<file path="config.mk">
export PLATFORM = sky130hd
export DESIGN_NAME = icache_replace
export DESIGN_NICKNAME = d
export VERILOG_FILES = /design/src/source/icache_pkg.sv /design/src/source/icache_replace.sv
export SDC_FILE = /design/constraint.sdc
export NUM_CORES = 1
export LEC_CHECK = 0
export ABC_AREA = 1
export BUFFER_PORTS_ARGS = -buffer_cell sky130_fd_sc_hd__buf_2
export CAP_MARGIN = 10
export CORE_AREA = 2 2 39 41
export CTS_BUF_LIST = sky130_fd_sc_hd__clkbuf_4 sky130_fd_sc_hd__clkbuf_8 sky130_fd_sc_hd__clkbuf_16
export CTS_CLUSTER_DIAMETER = 200
export DETAILED_ROUTE_END_ITERATION = 7
export DIE_AREA = 0 0 41 43
export PLACE_DENSITY = 0.83
export SYNTH_ARGS = -nofsm -noshare
export SYNTH_HDL_FRONTEND = slang
export SYNTH_SLANG_ARGS = --single-unit
</file>
<file path="constraint.sdc">
create_clock -name clk_i -period 2.8 [get_ports clk_i]
set_clock_uncertainty 0.1 [all_clocks]
set_input_delay 0.14 -clock clk_i [delete_from_list [all_inputs] [get_ports clk_i]]
set_output_delay 0.14 -clock clk_i [all_outputs]
set_load 0.02 [all_outputs]
</file>
<file path="src/source/icache_pkg.sv">
// shared widths, types and structs of the instruction cache, referenced as icache_pkg::name
package icache_pkg;

  //////////////////////////////////////////////////
  // geometry
  //////////////////////////////////////////////////

  localparam int unsigned NUM_WAYS      = 4;
  localparam int unsigned NUM_SETS      = 16;
  localparam int unsigned LINE_BYTES    = 16;
  localparam int unsigned LINE_WIDTH    = LINE_BYTES * 8;
  localparam int unsigned FETCH_WIDTH   = 32;
  localparam int unsigned ADDR_WIDTH    = 32;
  // byte offset inside a line, then set index, rest is tag
  localparam int unsigned OFFSET_WIDTH  = $clog2(LINE_BYTES);
  localparam int unsigned INDEX_WIDTH   = $clog2(NUM_SETS);
  localparam int unsigned TAG_WIDTH     = ADDR_WIDTH - INDEX_WIDTH - OFFSET_WIDTH;
  localparam int unsigned WAY_IDX_WIDTH = $clog2(NUM_WAYS);
  // replacement lfsr
  localparam int unsigned LFSR_WIDTH    = 8;

  //////////////////////////////////////////////////
  // vector types
  //////////////////////////////////////////////////

  typedef logic [ADDR_WIDTH-1:0]       addr_t;
  typedef logic [TAG_WIDTH-1:0]        tag_t;
  typedef logic [INDEX_WIDTH-1:0]      set_idx_t;
  // word number inside a line, fetches are 32 bit aligned
  typedef logic [OFFSET_WIDTH-3:0]     word_off_t;
  typedef logic [LINE_WIDTH-1:0]       line_t;
  typedef logic [FETCH_WIDTH-1:0]      fetch_word_t;
  typedef logic [WAY_IDX_WIDTH-1:0]    way_idx_t;
  typedef logic [NUM_WAYS-1:0]         way_mask_t;

  //////////////////////////////////////////////////
  // enums
  //////////////////////////////////////////////////

  typedef enum logic [0:0] {
    RTRN_FILL = 1'b0,
    RTRN_INV  = 1'b1
  } rtrn_type_e;

  typedef enum logic [2:0] {
    FLUSH,
    IDLE,
    LOOKUP,
    REFILL_REQ,
    REFILL_WAIT,
    RESPOND
  } ctrl_state_e;

  //////////////////////////////////////////////////
  // interface structs
  //////////////////////////////////////////////////

  typedef struct packed {
    addr_t addr;
  } fetch_req_t;

  typedef struct packed {
    fetch_word_t word;
  } fetch_rsp_t;

  // line aligned address plus the way the fill will land in
  typedef struct packed {
    addr_t    addr;
    way_idx_t way;
  } refill_req_t;

  // fill data or invalidation, shared return channel
  typedef struct packed {
    rtrn_type_e rtype;
    line_t      data;
    logic       inv_all;
    way_idx_t   inv_way;
    set_idx_t   inv_idx;
  } mem_rtrn_t;

  // one access to the tag/valid/line arrays
  typedef struct packed {
    logic      rd_en;
    logic      wr_en;
    way_mask_t way_mask;
    set_idx_t  set_idx;
    tag_t      tag;
    logic      valid;
  } arr_cmd_t;

endpackage

</file>
<file path="src/source/icache_replace.sv">
// victim way choice, first invalid way or a pseudo random way, held as index and one-hot mask
`timescale 1ns/1ps

module icache_replace (
  input  logic                  clk_i,
  input  logic                  rst_ni,
  input  icache_pkg::way_mask_t valid_i,
  input  logic                  take_i,
  input  logic                  step_i,
  output icache_pkg::way_idx_t  victim_way_o,
  output icache_pkg::way_mask_t victim_mask_o
);

  logic [icache_pkg::LFSR_WIDTH-1:0] lfsr_q;
  logic                              lfsr_fb;
  icache_pkg::way_idx_t              inv_way;
  icache_pkg::way_idx_t              pick_way;
  logic                              all_valid;
  logic                              all_valid_q;

  // lowest way with a clear valid bit
  always_comb begin
    inv_way = '0;
    for (int w = icache_pkg::NUM_WAYS - 1; w >= 0; w--) begin
      if (!valid_i[w]) begin
        inv_way = icache_pkg::way_idx_t'(w);
      end
    end
  end

  assign all_valid = &valid_i;

  // fibonacci lfsr, x^8 + x^6 + x^5 + x^4 + 1
  assign lfsr_fb  = lfsr_q[7] ^ lfsr_q[5] ^ lfsr_q[4] ^ lfsr_q[3];
  assign pick_way = all_valid ? lfsr_q[icache_pkg::WAY_IDX_WIDTH-1:0] : inv_way;

  always_ff @(posedge clk_i or negedge rst_ni) begin
    if (!rst_ni) begin
      lfsr_q        <= {{(icache_pkg::LFSR_WIDTH - 1){1'b0}}, 1'b1};
      all_valid_q   <= 1'b0;
      victim_way_o  <= '0;
      victim_mask_o <= '0;
    end else begin
      // sampled in the compare cycle, held through the refill
      if (take_i) begin
        victim_way_o  <= pick_way;
        victim_mask_o <= icache_pkg::way_mask_t'(1) << pick_way;
        all_valid_q   <= all_valid;
      end
      // advance only when the random way was actually consumed
      if (step_i && all_valid_q) begin
        lfsr_q <= {lfsr_q[icache_pkg::LFSR_WIDTH-2:0], lfsr_fb};
      end
    end
  end

endmodule

</file>
# After elaboration in Yosys (flattened, before gate mapping)
# Cells that the tools add are included.
# totals
regBits	15
inputBits	8
# op_classes
n_shift	1
n_mux	5
bitwise	3
n_reduce_logical	2
# ops
operator	n
2-bit two-way mux	5
4-bit AND reduction	1
1-bit by 2-bit << shifter with 4-bit output, first input constant	1
1-bit bitwise XOR	3
1-bit logical AND	1

# Longest topological paths before layout
# depth
ltp_word	6
depth_mapped	7
ltp_nobuf	7

# Worst setup path after synthesis
# No wires, ideal clock.
# synth_path
kind	register to register
start	reg lfsr_q[0] (netlist name)
end	reg victim_mask_o[2]
setup_time_ns	0.127
t_arrival_ns	0.730
required_ns	2.573
slack_ns	1.843
stages_incl_launch_ff	4
synth_period_minus_slack_ns	0.957
cell_sequence	dfstp_2 -> nand2_1 -> nand2_2 -> o21ai_0
# synth_via
elab_chain_len	2
# synth_lines
item	line_no	text
from (decl)	icache_replace.sv:14	logic [icache_pkg::LFSR_WIDTH-1:0] lfsr_q;
from (signal assigned)	icache_replace.sv:39	lfsr_q <= {{(icache_pkg::LFSR_WIDTH - 1){1'b0}}, 1'b1};
from (signal assigned)	icache_replace.sv:52	lfsr_q <= {lfsr_q[icache_pkg::LFSR_WIDTH-2:0], lfsr_fb};
2-bit two-way mux	icache_replace.sv:35	assign pick_way = all_valid ? lfsr_q[icache_pkg::WAY_IDX_WIDTH-1:0] : inv_way;
1-bit by 2-bit << shifter with 4-bit output	icache_replace.sv:47	victim_mask_o <= icache_pkg::way_mask_t'(1) << pick_way;
to (signal assigned)	icache_replace.sv:47	
to (decl)	icache_replace.sv:11	output icache_pkg::way_mask_t victim_mask_o
# Every way passes these cells.
# A chain may end at the register's enable or synchronous reset.

# Worst setup path in the final report
# layout_path
start	reg lfsr_q[1] (netlist name)
end	reg victim_mask_o[0]
# Same word-level chain as after synthesis.

==> impl_metrics.env <==
export IMPL_status="finished clean"
export IMPL_clk_latency_ns=0.28
export IMPL_timing_final_crit_share=0.3869
export IMPL_critPathMostFrequentCell="nand2_1"
export IMPL_syn_area_um2=661.9
export IMPL_chipHeight_um=43
export IMPL_peakVddDrop_mv=0.3648
export IMPL_worst_slew_pin_slew_ns=0.3306
export IMPL_cts_sinks=15
export IMPL_row_count=14
export IMPL_cts_tree="yes"
export IMPL_portBuffers=13
export IMPL_cp_slowest_stage_delay_ns=0.37
export IMPL_avgSynthCellArea_um2=8.378
export IMPL_cp_start_kind="flop"
export IMPL_hold_viol=0
export IMPL_root_buffer="clkbuf_4"
export IMPL_drive_gt1_frac=0.2268
export IMPL_nets=106
export IMPL_critical_path_class="reg2reg"
export IMPL_hp_class="in2reg"
export IMPL_drt_initial_drc_count=8
export IMPL_ioPinCount=14
export IMPL_start_util=0.4783
export IMPL_vias_per_cell=4.876
export IMPL_die_area_um2=1763
export IMPL_post_cts_buffers=0
export IMPL_cts_max_level=1
export IMPL_antenna_cells=0
export IMPL_fmax_mhz=923.0
export IMPL_period_minus_slack_ns=1.083
export IMPL_async_flop_share=1.000
export IMPL_critical_path_top_delay_family="flip-flops"
export IMPL_postSynthCellCount=79
export IMPL_r2r_slack_ns=1.72
export IMPL_cp_required_ns=2.90
export IMPL_rsz0062_at_grt="false"
export IMPL_area_delta_synth_final_pct=18.53
export IMPL_ctsHoldBuffers=1
export IMPL_grt_antenna_before_repair=0
export IMPL_first_pass_iters=4
export IMPL_worstPathCellList="inv_1, nand3_1, nand2_1, nand2_1, o21ai_0"
export IMPL_maxCapViolCount=0
export IMPL_grt_pass1_vias=532
export IMPL_yosysTopAreaCellShare=0.5293
export IMPL_hold_path_startpoint="take_i"
export IMPL_seq_area_frac_synth=0.5690
export IMPL_setup_violations=0
export IMPL_yosys_area_top_type="dfrtp_1"
export IMPL_grt_start_max_net_pins=16
export IMPL_synth_distinct_cells=11
export IMPL_place_congestion=0.7246
export IMPL_maxSlewHeadroom=0.7796
export IMPL_finalSetupTns_ns=0
export IMPL_p_per_area_nw_per_um2=677.0
export IMPL_synth_edf_count=0
export IMPL_cp_max_fo=3
export IMPL_hpwl_um=940.7
export IMPL_synth_nets=87
export IMPL_cts_resized=0
export IMPL_rr_startpoint="lfsr_q[1]"
export IMPL_yosys_warnings=0
export IMPL_numCtsBuffers=3
export IMPL_coreArea_um2=1384
export IMPL_drv_slew=0
export IMPL_crit_buf_inv=1
export IMPL_yosys_top_cells_area="dfrtp_1, nand2_1, o21ai_0, dfstp_2, inv_1"
export IMPL_synthTopCellsByCount="nand2_1, dfrtp_1, inv_1"
export IMPL_finalWirelength_um=1215
export IMPL_cts_buffer_depth=2
export IMPL_startpoint="lfsr_q[1]"
export IMPL_grt_pass1_wl_um=2049
export IMPL_die_x_um=41
export IMPL_clkTransAtPathRegs_ns=0.09
export IMPL_critPathCaptureType="flop"
export IMPL_p_leak_nw=0.4585
export IMPL_grt_overflow_total=0
export IMPL_grt_use_total=0.1740
export IMPL_ant_nets=0
export IMPL_synthFlopType="dfrtp_1"
export IMPL_cp_arrival_ns=1.18
export IMPL_slowest_stage="dfrtp_1"
export IMPL_wl_per_cell_um=10.75
export IMPL_num_vias=551
export IMPL_synth_seq_cells=15
export IMPL_yosysMostFrequentCell="nand2_1"
export IMPL_postPlaceCellArea_um2=747.0
export IMPL_drc=0
export IMPL_final_area_um2=784.5
[worst register-to-register path: cells and delay by family (launching register included)]
family	cells	cell delay (ns)
AOI/OAI and AO/OA	1	0.17
and+or+nand+nor	3	0.27
buffers and inverters	1	0.09
DFF	1	0.37
[layer usage]
layer	track usage	share of wire	vias to the layer above
met2	0.2719	0.50	14
met1	0.2238	0.43	255
li1	-	-	277
met3	0.03141	0.050	5
met4	0.08000	0.020	0
met5	0	0	-
[worst paths after layout]
check                      cells past startpoint          endpoint
min                                            3  victim_mask_o[1]
min in group asynchronous                      2         lfsr_q[1]
max reg2reg                                    5  victim_mask_o[0]
max                                            5  victim_mask_o[0]
min reg2reg                                    2  victim_mask_o[3]
max in group asynchronous                      2         lfsr_q[0]
[where the power goes]
part / internal [mW] / leakage, nW / switching, mW
clock: 0.0530 / 0.0177 / 0.0662
sequential: 0.265 / 0.194 / 0.0348
combinational: 0.0474 / 0.247 / 0.0645
[cell families after synthesis]
family,Yosys count,share of synthesized area
AND/OR/NAND/NOR,47,0.2930
XOR/XNOR,4,0.05294
AO/OA/AOI/OAI,6,0.04537
buffers and inverters,7,0.03970
flip-flops,15,0.5690
[registers in the layout (all words and copies together), names as in the netlist]
register and flops:
lfsr_q 8, victim_mask_o 4, victim_way_o 2, all_valid_q 1
[cells in the final DEF (no fill, tap or decap)]
cell            n
dfstp_2         1
nand2_2         2
xor2_1          2
nand3_1         3
clkinv_2        1
xnor2_1         2
nor2_2          1
dlygate4sd3_1   1
o21ai_0         6
inv_1           7
nand2_1        40
buf_2          13
clkbuf_4        3
nand3_2         1
dfrtp_1        14
[stage by stage]
| step | setup slack [ns] | instances | util | hold slack [ns] | power, mW |
|---|---|---|---|---|---|
| floorplan | 1.843 | 79 | - | -0.2556 | 0.3749 |
| global placement | 1.780 | 108 | 0.5398 | -0.04995 | 0.4117 |
| detailed placement | 1.722 | 108 | 0.5398 | -0.04423 | 0.4161 |
| CTS | 1.699 | 113 | 0.5669 | 0.02622 | 0.5388 |
| global route | 1.603 | 113 | 0.5669 | 0.03327 | 0.5678 |
| finish | 1.717 | 113 | 0.5669 | 0.03605 | 0.5311 |
[cell type report]
type	instances	area [µm²]
fill	136	599.3
sequential	15	376.6
multi-input combinational	57	259.0
timing repair buffer	14	75.07
inverter	7	26.28
clock buffer	3	22.52
tap	16	20.02
clock inverter	1	5.005
No activity file was read; power rests on OpenSTA's default activity.
