File: src/source/icache_pkg.sv
// shared widths, types and structs of the instruction cache, referenced as icache_pkg::name
package icache_pkg;

  //////////////////////////////////////////////////
  // geometry
  //////////////////////////////////////////////////

  localparam int unsigned NUM_WAYS      = 4;
  localparam int unsigned NUM_SETS      = 16;
  localparam int unsigned LINE_BYTES    = 16;
  localparam int unsigned LINE_WIDTH    = LINE_BYTES * 8;
  localparam int unsigned FETCH_WIDTH   = 32;
  localparam int unsigned ADDR_WIDTH    = 32;
  // byte offset inside a line, then set index, rest is tag
  localparam int unsigned OFFSET_WIDTH  = $clog2(LINE_BYTES);
  localparam int unsigned INDEX_WIDTH   = $clog2(NUM_SETS);
  localparam int unsigned TAG_WIDTH     = ADDR_WIDTH - INDEX_WIDTH - OFFSET_WIDTH;
  localparam int unsigned WAY_IDX_WIDTH = $clog2(NUM_WAYS);
  // replacement lfsr
  localparam int unsigned LFSR_WIDTH    = 8;

  //////////////////////////////////////////////////
  // vector types
  //////////////////////////////////////////////////

  typedef logic [ADDR_WIDTH-1:0]       addr_t;
  typedef logic [TAG_WIDTH-1:0]        tag_t;
  typedef logic [INDEX_WIDTH-1:0]      set_idx_t;
  // word number inside a line, fetches are 32 bit aligned
  typedef logic [OFFSET_WIDTH-3:0]     word_off_t;
  typedef logic [LINE_WIDTH-1:0]       line_t;
  typedef logic [FETCH_WIDTH-1:0]      fetch_word_t;
  typedef logic [WAY_IDX_WIDTH-1:0]    way_idx_t;
  typedef logic [NUM_WAYS-1:0]         way_mask_t;

  //////////////////////////////////////////////////
  // enums
  //////////////////////////////////////////////////

  typedef enum logic [0:0] {
    RTRN_FILL = 1'b0,
    RTRN_INV  = 1'b1
  } rtrn_type_e;

  typedef enum logic [2:0] {
    FLUSH,
    IDLE,
    LOOKUP,
    REFILL_REQ,
    REFILL_WAIT,
    RESPOND
  } ctrl_state_e;

  //////////////////////////////////////////////////
  // interface structs
  //////////////////////////////////////////////////

  typedef struct packed {
    addr_t addr;
  } fetch_req_t;

  typedef struct packed {
    fetch_word_t word;
  } fetch_rsp_t;

  // line aligned address plus the way the fill will land in
  typedef struct packed {
    addr_t    addr;
    way_idx_t way;
  } refill_req_t;

  // fill data or invalidation, shared return channel
  typedef struct packed {
    rtrn_type_e rtype;
    line_t      data;
    logic       inv_all;
    way_idx_t   inv_way;
    set_idx_t   inv_idx;
  } mem_rtrn_t;

  // one access to the tag/valid/line arrays
  typedef struct packed {
    logic      rd_en;
    logic      wr_en;
    way_mask_t way_mask;
    set_idx_t  set_idx;
    tag_t      tag;
    logic      valid;
  } arr_cmd_t;

endpackage

File: src/source/icache_lookup.sv
// tag compare over all ways and fetch word select from the hit line or the fill line
`timescale 1ns/1ps

module icache_lookup (
  input  icache_pkg::tag_t  [icache_pkg::NUM_WAYS-1:0] tags_i,
  input  icache_pkg::way_mask_t                        valid_i,
  input  icache_pkg::line_t [icache_pkg::NUM_WAYS-1:0] lines_i,
  input  icache_pkg::tag_t                             req_tag_i,
  input  icache_pkg::word_off_t                        req_off_i,
  input  icache_pkg::line_t                            fill_line_i,
  input  logic                                         hit_sel_i,
  output icache_pkg::way_mask_t                        hit_o,
  output icache_pkg::fetch_word_t                      word_o
);

  icache_pkg::way_idx_t hit_way;
  icache_pkg::line_t    src_line;

  // valid way with matching tag
  for (genvar w = 0; w < icache_pkg::NUM_WAYS; w++) begin : gen_cmp
    assign hit_o[w] = valid_i[w] && (tags_i[w] == req_tag_i);
  end

  // encode hit way, lowest wins if the mask is ever not one-hot
  always_comb begin
    hit_way = '0;
    for (int w = icache_pkg::NUM_WAYS - 1; w >= 0; w--) begin
      if (hit_o[w]) begin
        hit_way = icache_pkg::way_idx_t'(w);
      end
    end
  end

  assign src_line = hit_sel_i ? lines_i[hit_way] : fill_line_i;

  // 32 bit word out of the line
  assign word_o = src_line[{req_off_i, 5'b0} +: icache_pkg::FETCH_WIDTH];

endmodule

File: config.mk
export PLATFORM = sky130hd
export DESIGN_NAME = icache_lookup
export DESIGN_NICKNAME = d
export VERILOG_FILES = /design/src/source/icache_pkg.sv /design/src/source/icache_lookup.sv
export SDC_FILE = /design/constraint.sdc
export NUM_CORES = 1
export LEC_CHECK = 0
export ABC_CLOCK_PERIOD_IN_PS = 6310
export BUFFER_PORTS_ARGS = -buffer_cell sky130_fd_sc_hd__buf_2
export CAP_MARGIN = 25
export CORE_AREA = 2 2 314 316
export DETAILED_ROUTE_END_ITERATION = 10
export DIE_AREA = 0 0 316 318
export PLACE_DENSITY = 0.35
export SLEW_MARGIN = 40
export SYNTH_ARGS = -nofsm -noshare
export SYNTH_HDL_FRONTEND = slang
export SYNTH_SLANG_ARGS = --single-unit
export TNS_END_PERCENT = 100
File: constraint.sdc
create_clock -name vclk -period 6.31
set_clock_uncertainty 0.1 [all_clocks]
set_input_delay 0.631 -clock vclk [all_inputs]
set_output_delay 0.631 -clock vclk [all_outputs]
set_load 0.1 [all_outputs]
Word-level counts from Yosys, hierarchy flattened
Cells that the tools add are included.
Cells by class
  reduce and logical (&&, ||, !) cells: 4
  muxes and demuxes: 7
  order comparisons: 1
  equality and inequality tests: 4
  shift operators: 1
Operator list (number)
  $bmux 128 s2: 1
  $mux 128: 2
  $shiftx 128x8->32: 1
  $eq 24x24->1: 4
  $mux 2: 4
  $logic_and 1x1->1: 4
  $lt 2x3->1 const B: 1
Storage, ports and cells
  logic and storage cells: 17
  output and inout port bits: 36
  flip-flop bits (word level): 0
  input port bits: 767

Logic depth before layout (Yosys ltp)
Gate-level depths: netlist of the first run.
  depth in word-level cells: 10
  depth in mapped cells: 14
  mapped depth without buffers: 9

Worst setup path before layout of the first run
No wires, ideal clock.
  path kind: input port to output port
  start point: in req_tag_i[15]
  end point: out word_o[23]
  stages: 11
  slack: -1.211 ns
  data arrival time: 6.790 ns
  buffers on the path: 2
  data required time: 5.579 ns
  path through: xor2_1 > nor4_2 > and4_1 > clkbuf_1 > nand2_1 > inv_2 > clkbuf_1 > nor3_1 > o31ai_1 > a211oi_1 > o311ai_0
Between the ends
  elaborated cells on any way between the ends: 16
RTL lines
  start: declaration: line icache_lookup.sv:8  | input icache_pkg::tag_t req_tag_i,
  $eq 24x24->1: line icache_lookup.sv:21  | assign hit_o[w] = valid_i[w] && (tags_i[w] == req_tag_i);
  $logic_and 1x1->1: line icache_lookup.sv:21
  net hit_o[2]: line icache_lookup.sv:12  | output icache_pkg::way_mask_t hit_o,
  $mux 2 (3 in a row): line icache_lookup.sv:28  | if (hit_o[w]) begin
  $bmux 128 s2: line icache_lookup.sv:34  | assign src_line = hit_sel_i ? lines_i[hit_way] : fill_line_i;
  $mux 128 (not written as such): line icache_lookup.sv:34
  $mux 128: line icache_lookup.sv:34
  $shiftx 128x8->32: line icache_lookup.sv:37  | assign word_o = src_line[{req_off_i, 5'b0} +: icache_pkg::FETCH_WIDTH];
  end: declaration: line icache_lookup.sv:13  | output icache_pkg::fetch_word_t word_o
The timed path passes the listed nets, and every way through them passes these cells. The select of a mux whose other input is x is not followed.

Worst setup path in the final report of the first run
  start point: in req_tag_i[0]
  end point: out word_o[2]
Between the ends
  word-level cells in the longest chain between the ends: 10
  elaborated cells on any way between the ends: 16
Ends and longest elaborated chain (line)
  $eq 24x24->1: icache_lookup.sv:21
  $logic_and 1x1->1: icache_lookup.sv:21
  $mux 2 (3 in a row): icache_lookup.sv:28
  $mux 2 (*): icache_lookup.sv:28
  $bmux 128 s2 (*): icache_lookup.sv:34
  $mux 128 (not written as such) (*): icache_lookup.sv:34
  $mux 128 (*): icache_lookup.sv:34
  $shiftx 128x8->32 (*): icache_lookup.sv:37
Mark *: on every way between the ends. The rest lies on a longest branch, timed or not. The select of a mux whose other input is x is not followed.

==> results, run 1 <==
- The overall fraction of global-route tracks in use is 18.2%.
- The utilization after layout is between 10 and 15%.
- The power per unit of standard cell area is 69.9 nW/um^2.
- The non-filler instance count after layout is between 3000 and 4000.
- STA classifies the critical path startpoint as an input port.
- The die covers roughly 100000 um^2.
- The placed wire-length estimate after detailed placement is 85000 um.
- The pin count of the biggest net entering global routing is 71.
- Dividing the final minimum period by the clock period gives around 86%.
- The final layout contains routed wiring with a total length of 96800 um.
- The clock buffers instantiated in the layout total 0.
- In this run, distinct cell masters in the synthesized netlist total 64.
- The number of global-route vias before repair is approximately 14000.
- Measured against its own limit, the worst slew margin works out to 43.8%.
- The design has 0 sequential cells.
- Summing all flip-flop and latch instances after layout gives 0 um^2.
- Fill cells in the final layout number ~12000.
- The worst hold path begins at lines_i[170].
- The post-cts resize count is 0.
- Prior to clock tree synthesis, the placed netlist has a worst setup slack of around 0.8 ns.
- The count of nets left with antenna violations after detail routing is 0.
- Across the VDD grid, the largest voltage drop is approximately 17 uV.
- The total count of hold-check failures in the final report is 0.
- The number of nets in the finished design is 2646.
- Setup repair after global routing left no endpoint under its margin.
- The final route contains between 10000 and 15000 vias.
- The critical path arrival is between 4 and 5 ns.
- The quantity of I/O buffers inserted on ports is about 800.
- Summed over all layers, the global routing overflow is 0.
- The count of synthesis-stage warnings from yosys is 0.
- The final weighted congestion in routability-driven placement is ~0.95.
- The critical setup path kind is in -> out.
- The residual DRC count is 0.
- Of the cells placed in the final design, the portion with a size suffix greater than 1 is 49.9%.
- The launch point of the critical path is req_tag_i[0].
- The sequential share of the synthesized area is 0%.
- The number of placed I/O pins is 803.
- When the netlist entered floorplanning its net count stood at 1888.
- Once placement completed, the tool counted placed cells totaling 3163.
- The worst path required time is 5.58 ns.
- The kind of capture point of the worst setup path is a primary output.
- The floorplan has ~120 rows.
- Counting I/O delays and the setup requirement, the final critical path takes between 5 and 6 ns.
- The die outline width is 316 um.
- The leakage power is around 5.7 nW.
- Using the TritonRoute via totals, the vias-per-cell ratio works out to a little over 4.
- The final worst-path setup slack is about 0.85 ns.
- The number of maximum-capacitance constraint violations is 0.
- The core footprint is ~97000 um^2.
- The number of antenna violations at the first check in global routing was between 70 and 80.
- The number of DRC markers in iteration 0 is 935.
- The initial core utilization is 7.37%.
- The cell area after synthesis is between 7000 and 8000 um^2.
- The area growth from synthesis to layout is 84.0%.
- The slew at the pin closest to its max-slew limit is approximately 0.84 ns.
- The synthesized instance count is approximately 1100.
- Buffers inserted to repair hold after CTS numbered 0.
- In this run the worst path has a maximum fanout of 15.
- The first global-routing pass estimated 124000 um of wire.
- The average cell area after synthesis is ~6.4 um^2.
- The die extent in y is between 300 and 400 um.
- The first detailed-routing pass ran for 7 iterations.
- The buffers inserted during post-CTS setup optimization is 0.
- The count of endpoints failing setup in the final report is 0.
- The post-detailed-route wirelength per cell is about 30 um.
- Timing would allow up to 183 MHz.
- The run finished with clean final reports.
- The min-delay analysis places its worst path in the category in -> out.
- The count of pins over their slew limit was 0.
- Summed over all failing endpoints, the final setup total negative slack is 0 ns.
==> through the flow <==
stage | hold WS [ns] | instance area (um^2) | total power [mW]
after floorplan | 1.73 | 7200 | 0.418
after global placement | 1.87 | 13100 | 0.937
after detailed placement | 1.85 | 13100 | 0.932
after CTS | 1.87 | 13100 | 0.937
after global routing | 1.90 | 13200 | 0.979
final | 1.85 | 13200 | 0.924
==> routing by layer <==
metal	vias to the layer above	share of wire (%)	GRT usage [%]
met2	744	49	32.7
met1	6283	41	22.3
met3	144	7.5	3.90
li1	5986	-	-
met5	-	0.34	0
met4	52	2.0	2.82
==> cell families (layout without fill, tap and decap cells) <==
| logic type | count (synthesis) | after routing | synth area share [%] |
|---|---|---|---|
| AO/OA/AOI/OAI | 474 | 474 | 50.9 |
| AND/OR/NAND/NOR | 388 | 388 | 25.7 |
| other | 0 | 19 | 0 |
| buffers and inverters | 136 | 892 | 7.84 |
| XOR/XNOR | 97 | 97 | 11.8 |
| multiplexers | 26 | 26 | 3.75 |
==> worst max-delay path, stage by stage <==
cell and delay [ns]:
buf_2 0.14, xnor2_1 0.40, nor4b_1 0.38, nand4_1 0.34
o211ai_1 0.52, or3_2 0.61, buf_4 0.30, o221ai_1 0.14
o31ai_1 0.62, or4_1 0.35, buf_12 0.21
==> cells in the final DEF, fill, tap and decap left out, types with 34 or more instances in the layout <==
cell | Yosys | final
a21oi_1 | 68 | 67
buf_2 | 23 | 796
xnor2_1 | 51 | 51
xor2_1 | 46 | 46
nand2_1 | 133 | 131
nand3_1 | 50 | 49
nor2_1 | 93 | 88
a22o_1 | 41 | 41
buf_4 | 1 | 54
o21ai_0 | 60 | 60
a211o_1 | 42 | 42
a221oi_1 | 34 | 34
==> layout make-up <==
type                       instances  area [um^2]  share of cell area [%]
antenna                           19         47.5                   0.360
inverter                          26          103                   0.776
multi-input combinational        985         6750                    51.1
tap                             1287         1610                    12.2
timing repair buffer             866         4700                    35.6
==> report_power, final <==
group,switching (mW),internal [mW],total (mW),leakage (nW)
clock network,0,0.000000241,0.000000241,0.000113
logic,0.588,0.336,0.924,5.71
registers,0,0,0,0
==> final timing paths <==
path | endpoint | depth (start not counted)
max | word_o[2] | 11
min | word_o[10] | 5
==> cell usage after synthesis (3+ instances only) <==
cell | count | area [um^2]
o41ai_1 | 4 | 35.0
a31oi_1 | 5 | 31.3
o22ai_1 | 20 | 125
nand3_1 | 50 | 250
nor2b_1 | 7 | 43.8
o31ai_1 | 27 | 203
o21ai_0 | 60 | 300
nor2_1 | 93 | 349
o221a_2 | 17 | 191
buf_1 | 7 | 26.3
a22o_1 | 41 | 359
a221oi_1 | 34 | 298
buf_2 | 23 | 115
xnor2_1 | 51 | 447
nand4_1 | 26 | 163
o211ai_1 | 17 | 128
o221ai_1 | 30 | 263
or4_1 | 20 | 150
a211o_1 | 42 | 368
mux2i_1 | 19 | 190
a21o_1 | 6 | 45.0
and3_1 | 12 | 75.1
clkbuf_1 | 77 | 289
and4_1 | 5 | 43.8
a21oi_1 | 68 | 340
and2_1 | 3 | 18.8
o32a_1 | 10 | 100
nand2_1 | 133 | 499
a41oi_1 | 17 | 149
nor4_1 | 18 | 113
a22oi_1 | 15 | 113
a211oi_1 | 14 | 105
a2bb2oi_1 | 3 | 26.3
xor2_1 | 46 | 403
inv_1 | 22 | 82.6
nor3_1 | 9 | 45.0
mux2_2 | 7 | 78.8
or3_1 | 4 | 25.0
o32ai_1 | 15 | 131
o32ai_2 | 10 | 163
(Power assumes the default switching activity.)
==> run 2, diff against run 1 <==
- ABC_CLOCK_PERIOD_IN_PS: 6310 -> 5700
- CORE_AREA: 2 2 314 316 -> 2 2 308 310
- DIE_AREA: 0 0 316 318 -> 0 0 310 312
- PLACE_DENSITY: 0.35 -> default
- PLACE_DENSITY_LB_ADDON: default -> 0.05
- clock period: 6.31 -> 5.7 ns (I/O delays scaled with it)
==> results, run 2 (synthesis results as in run 1) <==
- RSZ-0062 raised after global routing: no (unchanged).
- The critical setup path kind is in -> out (unchanged).
- The clock period minus final worst setup slack is approximately 5.3 ns.
- The hold slack is 1.69 ns (was 1.85 ns).
- The kind of cell adding the most delay to the critical path is compound AO/OA/AOI/OAI gates (was simple AND/OR/NAND/NOR gates).
- The first-pass GRT wire length is 115000 um (was 124000 um).
- The number of clock buffer instances in the layout is 0 (unchanged).
- The residual DRC count is 0 (unchanged).
- The fmax is 190 MHz.
- The post-route fraction of the period consumed by the critical path is between 90% and 100%.
- The critical path's slowest cell was or4_1 (was o31ai_1).
- The number of DRC markers in iteration 0 is 760 (was 935).
- The buffers inserted during post-CTS setup optimization is 0 (unchanged).
- The vias per cell is 4.09 (was 4.15).
- The kind of capture point of the worst setup path is a primary output (unchanged).
- The final wirelength came to 87900 um (was 96800 um).
- The count of pins over their slew limit is 0 (unchanged).
- The overall overflow remaining after global route is 0 (unchanged).
- The die outline width is 310 um (was 316 um).
- The leakage power came to 5.67 nW (was 5.71 nW).
- The count of endpoints failing setup in the final report is 0 (unchanged).
- The number of hold-repair buffers added at the cts stage is 0 (unchanged).
- The area of all sequential standard cells came to 0 um^2 (unchanged).
- The number of antenna violations at the first check in global routing is 37 (was 74).
- The count of nets left with antenna violations after detail routing was 0 (unchanged).
- Run status: finished, final reports clean (unchanged).
- The total of fill cells in the finished design was 11100 (was 11600).
- The core footprint is 93000 um^2 (was 97400 um^2).
- The number of flip-flops and latches is 0 (unchanged).
- The number of global-route vias before repair came to 13800 (was 13500).
- The post-cts resize count is 0 (unchanged).
- The floorplan die area is 96700 um^2 (was 100000 um^2).
- The category of the worst setup path launch point was an input port (unchanged).
- The critical path arrival is 4.60 ns (was 4.73 ns).
- The post-detailed-route wirelength per cell came to 28.0 um (was 30.4 um).
- The number of placed I/O pins is 803 (unchanged).
- The utilization after layout is 14.0% (was 13.6%).
- The type of the most critical hold path is in -> out (unchanged).
- The die extent in y is 312 um (was 318 um).
- The overall via count from detail_route came to 12800 (was 13200).
- The summed negative setup slack over all endpoints was 0 ns (unchanged).
- The quantity of I/O buffers inserted on ports came to 803 (unchanged).
- The placed wire-length estimate after detailed placement came to 74600 um (was 85000 um).
- The normalized max-slew margin is 48.6% (was 43.8%).
- The slew at the pin closest to its max-slew limit is 0.771 ns (was 0.840 ns).
- The worst stage delay on the critical path was 0.71 ns (was 0.62 ns).
- The placement row count is 112 (was 115).
- The worst-case vdd ir drop came to 68.2 uV (was 17.4 uV).
- The worst path required time is 5.03 ns (was 5.58 ns).
- The number of nets in the finished design is 2645 (was 2646).
- The final weighted congestion in routability-driven placement is 0.869 (was 0.946).
- The overall fraction of global-route tracks in use is 17.1% (was 18.2%).
- In this design, the critical path's most frequently occurring cell is buf_2.
- The number of optimization iterations in the first detailed-route pass is 5 (was 7).
- The power per unit of standard cell area was 72.3 nW/um^2 (was 69.9 nW/um^2).
- The total count of hold-check failures in the final report was 0 (unchanged).
- The number of maximum-capacitance constraint violations is 0 (unchanged).
- The biggest fanout along the worst timing path is 12 (was 15).
- The number of buffer and inverter instances along the worst setup path is 3 (unchanged).
- Most frequent cells in the layout: buf_2, nand2_1, nor2_1 (unchanged).
- The initial core utilization came to 7.72% (was 7.37%).
- The ratio of cells with drive above 1 in the final layout came to 49.9% (about the same).
- The pin count of the biggest net entering global routing came to 43 (was 71).
- The post-synthesis to final-layout area growth is 81.8% (was 84.0%).
- Ordered cell list for the critical path: buf_2 -> xnor2_1 -> nand4_1 -> or4_1 -> a2bb2o_2 -> nor2_2 -> buf_4 -> a21oi_1 -> o21ai_0 -> a32oi_1 -> buf_2 (was buf_2 -> xnor2_1 -> nor4b_1 -> nand4_1 -> o211ai_1 -> or3_2 -> buf_4 -> o221ai_1 -> o31ai_1 -> or4_1 -> buf_12).
- The most common cell after layout, fill and taps aside is buf_2 (unchanged).
## run 2: cell count changes in the layout (fill, tap and decap cells not counted), moves of 2 or more
cell     previous run  this run
buf_2             796       801
o31ai_1            25        27
nor2_1             88        83
buf_4              54        56
nor2_4              3         6
buf_12             13         6
nor2_2              3         5
o31ai_2             2         0
diode_2            19        11
## run 2: routing by layer
metal | GRT usage [%] | up-vias | share of wire, %
met1 | 19.0 | 6170 | 38
met2 | 33.7 | 548 | 54
met3 | 3.50 | 87 | 6.4
met4 | 1.76 | 42 | 1.3
met5 | 0 | - | 0.33
li1 | - | 5986 | -
## run 2: power by group
group / internal (mW) / total, mW / leakage, nW / switching, mW
Sequential: 0 / 0 / 0 / 0
Combinational: 0.350 / 0.944 / 5.67 / 0.595
Clock: 0.000000260 / 0.000000260 / 0.0000697 / 0
## run 2: area by class of cell
class              instances  area, um^2  area share, %
multi-input cells        985        6770           51.8
repair buffers           865        4590           35.2
well taps               1254        1570           12.0
inverters                 26         103          0.786
diodes                    11        27.5          0.211
## run 2: worst paths after layout
| check | slack (ns) | to | startpoint | cells after the start |
|---|---|---|---|---|
| worst max-delay path | 0.43 | word_o[31] | req_tag_i[17] | 11 |
| worst min-delay path | 1.69 | word_o[17] | fill_line_i[81] | 5 |
## run 2: metrics by stage
| stage | area, um^2 | setup WS, ns | std cells | total power [mW] |
|---|---|---|---|---|
| after floorplan | 7200 | 0.403 | 1121 | 0.462 |
| after global placement | 13000 | 0.320 | 3128 | 0.959 |
| after detailed placement | 13000 | 0.391 | 3130 | 0.955 |
| after CTS | 13000 | 0.380 | 3130 | 0.959 |
| after global routing | 13000 | 0.154 | 3134 | 1.01 |
| final | 13100 | 0.431 | 3141 | 0.944 |
==> run 3, diff against run 2 <==
- GPL_TIMING_DRIVEN: default -> 0
- RECOVER_POWER: default -> 100
==> results, run 3 (synthesis results as in run 1) <==
- Run status: finished, final reports clean (unchanged).
- The proportion of power drawn by flip-flops and latches is 0% (about the same).
- The floorplan die area is 96700 um^2 (unchanged).
- The count of pins over their slew limit was 0 (unchanged).
- The pin count of the biggest net entering global routing is 11 (was 43).
- The worst path required time came to 5.03 ns (about the same).
- The most common cell after layout, fill and taps aside is buf_2 (unchanged).
- The summed negative setup slack over all endpoints is 0 ns (unchanged).
- The number of DRC markers in iteration 0 came to 755 (was 760).
- The worst-case vdd ir drop is 63.4 uV (was 68.2 uV).
- The global routing usage on met3 is 3.78% (was 3.50%).
- The final weighted congestion in routability-driven placement is 0.877 (was 0.869).
- The peak-usage layer in the global routing report is met2 (unchanged).
- The placement row count came to 112 (unchanged).
- The worst min-delay path startpoint is fill_line_i[5] (was fill_line_i[81]).
- The total of fill cells in the finished design came to 11200 (was 11100).
- The clock power share is 0% (about the same).
- The switching power share of the total is 64.3% (was 63.0%).
- The vias per cell was 4.13 (was 4.09).
- The die outline width is 310 um (unchanged).
- The post-route fraction of the period consumed by the critical path came to 95.4% (was 92.4%).
- The critical setup path kind is in -> out (unchanged).
- The total count of hold-check failures in the final report is 0 (unchanged).
- The post-route cell area is 13000 um^2 (was 13100 um^2).
- The count of nets left with antenna violations after detail routing is 0 (unchanged).
- The overall via count from detail_route is 13200 (was 12800).
- The first-pass GRT wire length is 125000 um (was 115000 um).
- The ratio of cells with drive above 1 in the final layout was 48.2% (was 49.9%).
- The clock period minus final worst setup slack came to 5.44 ns (was 5.27 ns).
- The overall overflow remaining after global route came to 0 (unchanged).
- The number of maximum-capacitance constraint violations is 0 (unchanged).
- The number of nets in the finished design is 2697 (was 2645).
- The residual DRC count is 0 (unchanged).
- The die extent in y is 312 um (unchanged).
- The category of the worst setup path launch point is an input port (unchanged).
- The switching power is 0.618 mW (was 0.595 mW).
- The quantity of I/O buffers inserted on ports is 802 (was 803).
- The power per unit of standard cell area is 74.0 nW/um^2 (was 72.3 nW/um^2).
- The part of the power in combinational logic came to 100.0% (about the same).
- The critical path arrival is 4.77 ns (was 4.60 ns).
- The leakage power is 5.63 nW (was 5.67 nW).
- The post-detailed-route wirelength per cell is 30.5 um (was 28.0 um).
- The number of global-route vias before repair is 14200 (was 13800).
- The endpoint of the worst hold path is word_o[5] (was word_o[17]).
- The type of the most critical hold path is in -> out (unchanged).
- The placed standard-cell area is 12900 um^2 (was 13000 um^2).
- The number of antenna violations at the first check in global routing was 43 (was 37).
- The core footprint came to 93000 um^2 (unchanged).
- The area of all sequential standard cells is 0 um^2 (unchanged).
- The met1 layer usage reported by global route is 21.6% (was 19.0%).
- The fmax is 184 MHz (was 190 MHz).
- RSZ-0062 raised after global routing: no (unchanged).
- The number of cells on the worst hold path is 5 (unchanged).
- The biggest fanout along the worst timing path was 10 (was 12).
- The post-synthesis to final-layout area growth is 80.9% (was 81.8%).
- The placed wire-length estimate after detailed placement came to 85000 um (was 74600 um).
- The kind of capture point of the worst setup path is a primary output (unchanged).
- The number of placed I/O pins is 803 (unchanged).
- The overall fraction of global-route tracks in use came to 19.0% (was 17.1%).
- The count of endpoints failing setup in the final report is 0 (unchanged).
- The number of flip-flops and latches came to 0 (unchanged).
- The initial core utilization is 7.72% (unchanged).
- The slew at the pin closest to its max-slew limit is 1.28 ns (was 0.771 ns).
- The number of clock buffer instances in the layout is 0 (unchanged).
- Most frequent cells in the layout: buf_2, nand2_1, nor2_1 (unchanged).
- The number of optimization iterations in the first detailed-route pass was 5 (unchanged).
- The number of hold-repair buffers added at the cts stage came to 0 (unchanged).
- The met2 routing resource usage after global routing is 37.2% (was 33.7%).
- The internal portion of total power is 0.344 mW (was 0.350 mW).
- The final wirelength was 97300 um (was 87900 um).
- The normalized max-slew margin was 15.1% (was 48.6%).
## run 3: cell count changes in the layout (fill, tap and decap cells not counted), sizes merged
cell,change
clkinv,+1
clkbuf,+102
diode,+2
buf,-50
inv,-1
## run 3: cell type report
| type | count | area [um^2] | area share [%] |
|---|---|---|---|
| tap | 1254 | 1570 | 12.1 |
| multi-input combinational | 985 | 6740 | 51.9 |
| buffer | 108 | 492 | 3.78 |
| antenna | 13 | 32.5 | 0.250 |
| inverter | 26 | 103 | 0.789 |
| timing repair buffer | 809 | 4060 | 31.2 |
## run 3: how the worst max path moves through the flow
stage / start / endpoint / slack, ns / depth (start not counted)
5_1_grt: req_tag_i[21] / word_o[29] / 0.01 / 11
4_1_cts: req_tag_i[15] / word_o[17] / 0.009 / 12
6_report: req_tag_i[20] / word_o[26] / 0.26 / 12
2_1_floorplan: req_tag_i[15] / word_o[31] / 0.40 / 11
3_3_place_gp: req_tag_i[17] / word_o[5] / -1.32 / 11
3_5_place_dp: req_tag_i[20] / word_o[16] / -0.41 / 13
## run 3: stage by stage
step                      instances  setup WS, ns  utilization (%)  hold WS, ns  power (mW)
after floorplan                1121         0.403                -         1.61       0.462
after global placement         3177         -1.32             13.7         1.73       0.970
after detailed placement       3182        -0.410             13.9         1.73       0.972
after CTS                      3182       0.00936             13.9         1.73       0.978
after global routing           3189        0.0114             14.0         1.78        1.03
final                          3195         0.264             14.0         1.75       0.962
## run 3: power by group through the flow
stage / Combinational (mW) / Clock, mW / Sequential [mW]
6_report: 0.962 / 0.000000306 / 0
5_1_grt: 1.03 / 0.000000164 / 0
4_1_cts: 0.978 / 0 / 0
3_5_place_dp: 0.972 / 0 / 0
3_3_place_gp: 0.970 / 0 / 0
2_1_floorplan: 0.462 / 0 / 0
## run 3: timing repair
| item | in CTS | in global routing |
|---|---|---|
| resized for setup | 8 | 6 |
| pin swaps | 0 | 1 |
| setup buffers | 0 | 2 |
| endpoints found under the hold margin | 0 | 0 |
| endpoints found under the setup margin | 13 | 14 |
## run 3: worst max-delay path, stage by stage
cell	delay [ns]
buf_2	0.15
xnor2_1	0.35
nand4_1	0.24
nor4_1	0.51
nand4_4	0.36
clkinv_1	0.28
nand2_1	0.45
clkbuf_2	0.45
o221ai_1	0.32
o31ai_1	0.13
or4_1	0.53
clkbuf_2	0.40
## run 3: per-layer routing
metal	part of all wire (%)	wire, um
met1	39	38000
met2	53	52000
met3	6.4	6230
met4	0.93	903
met5	0.28	272
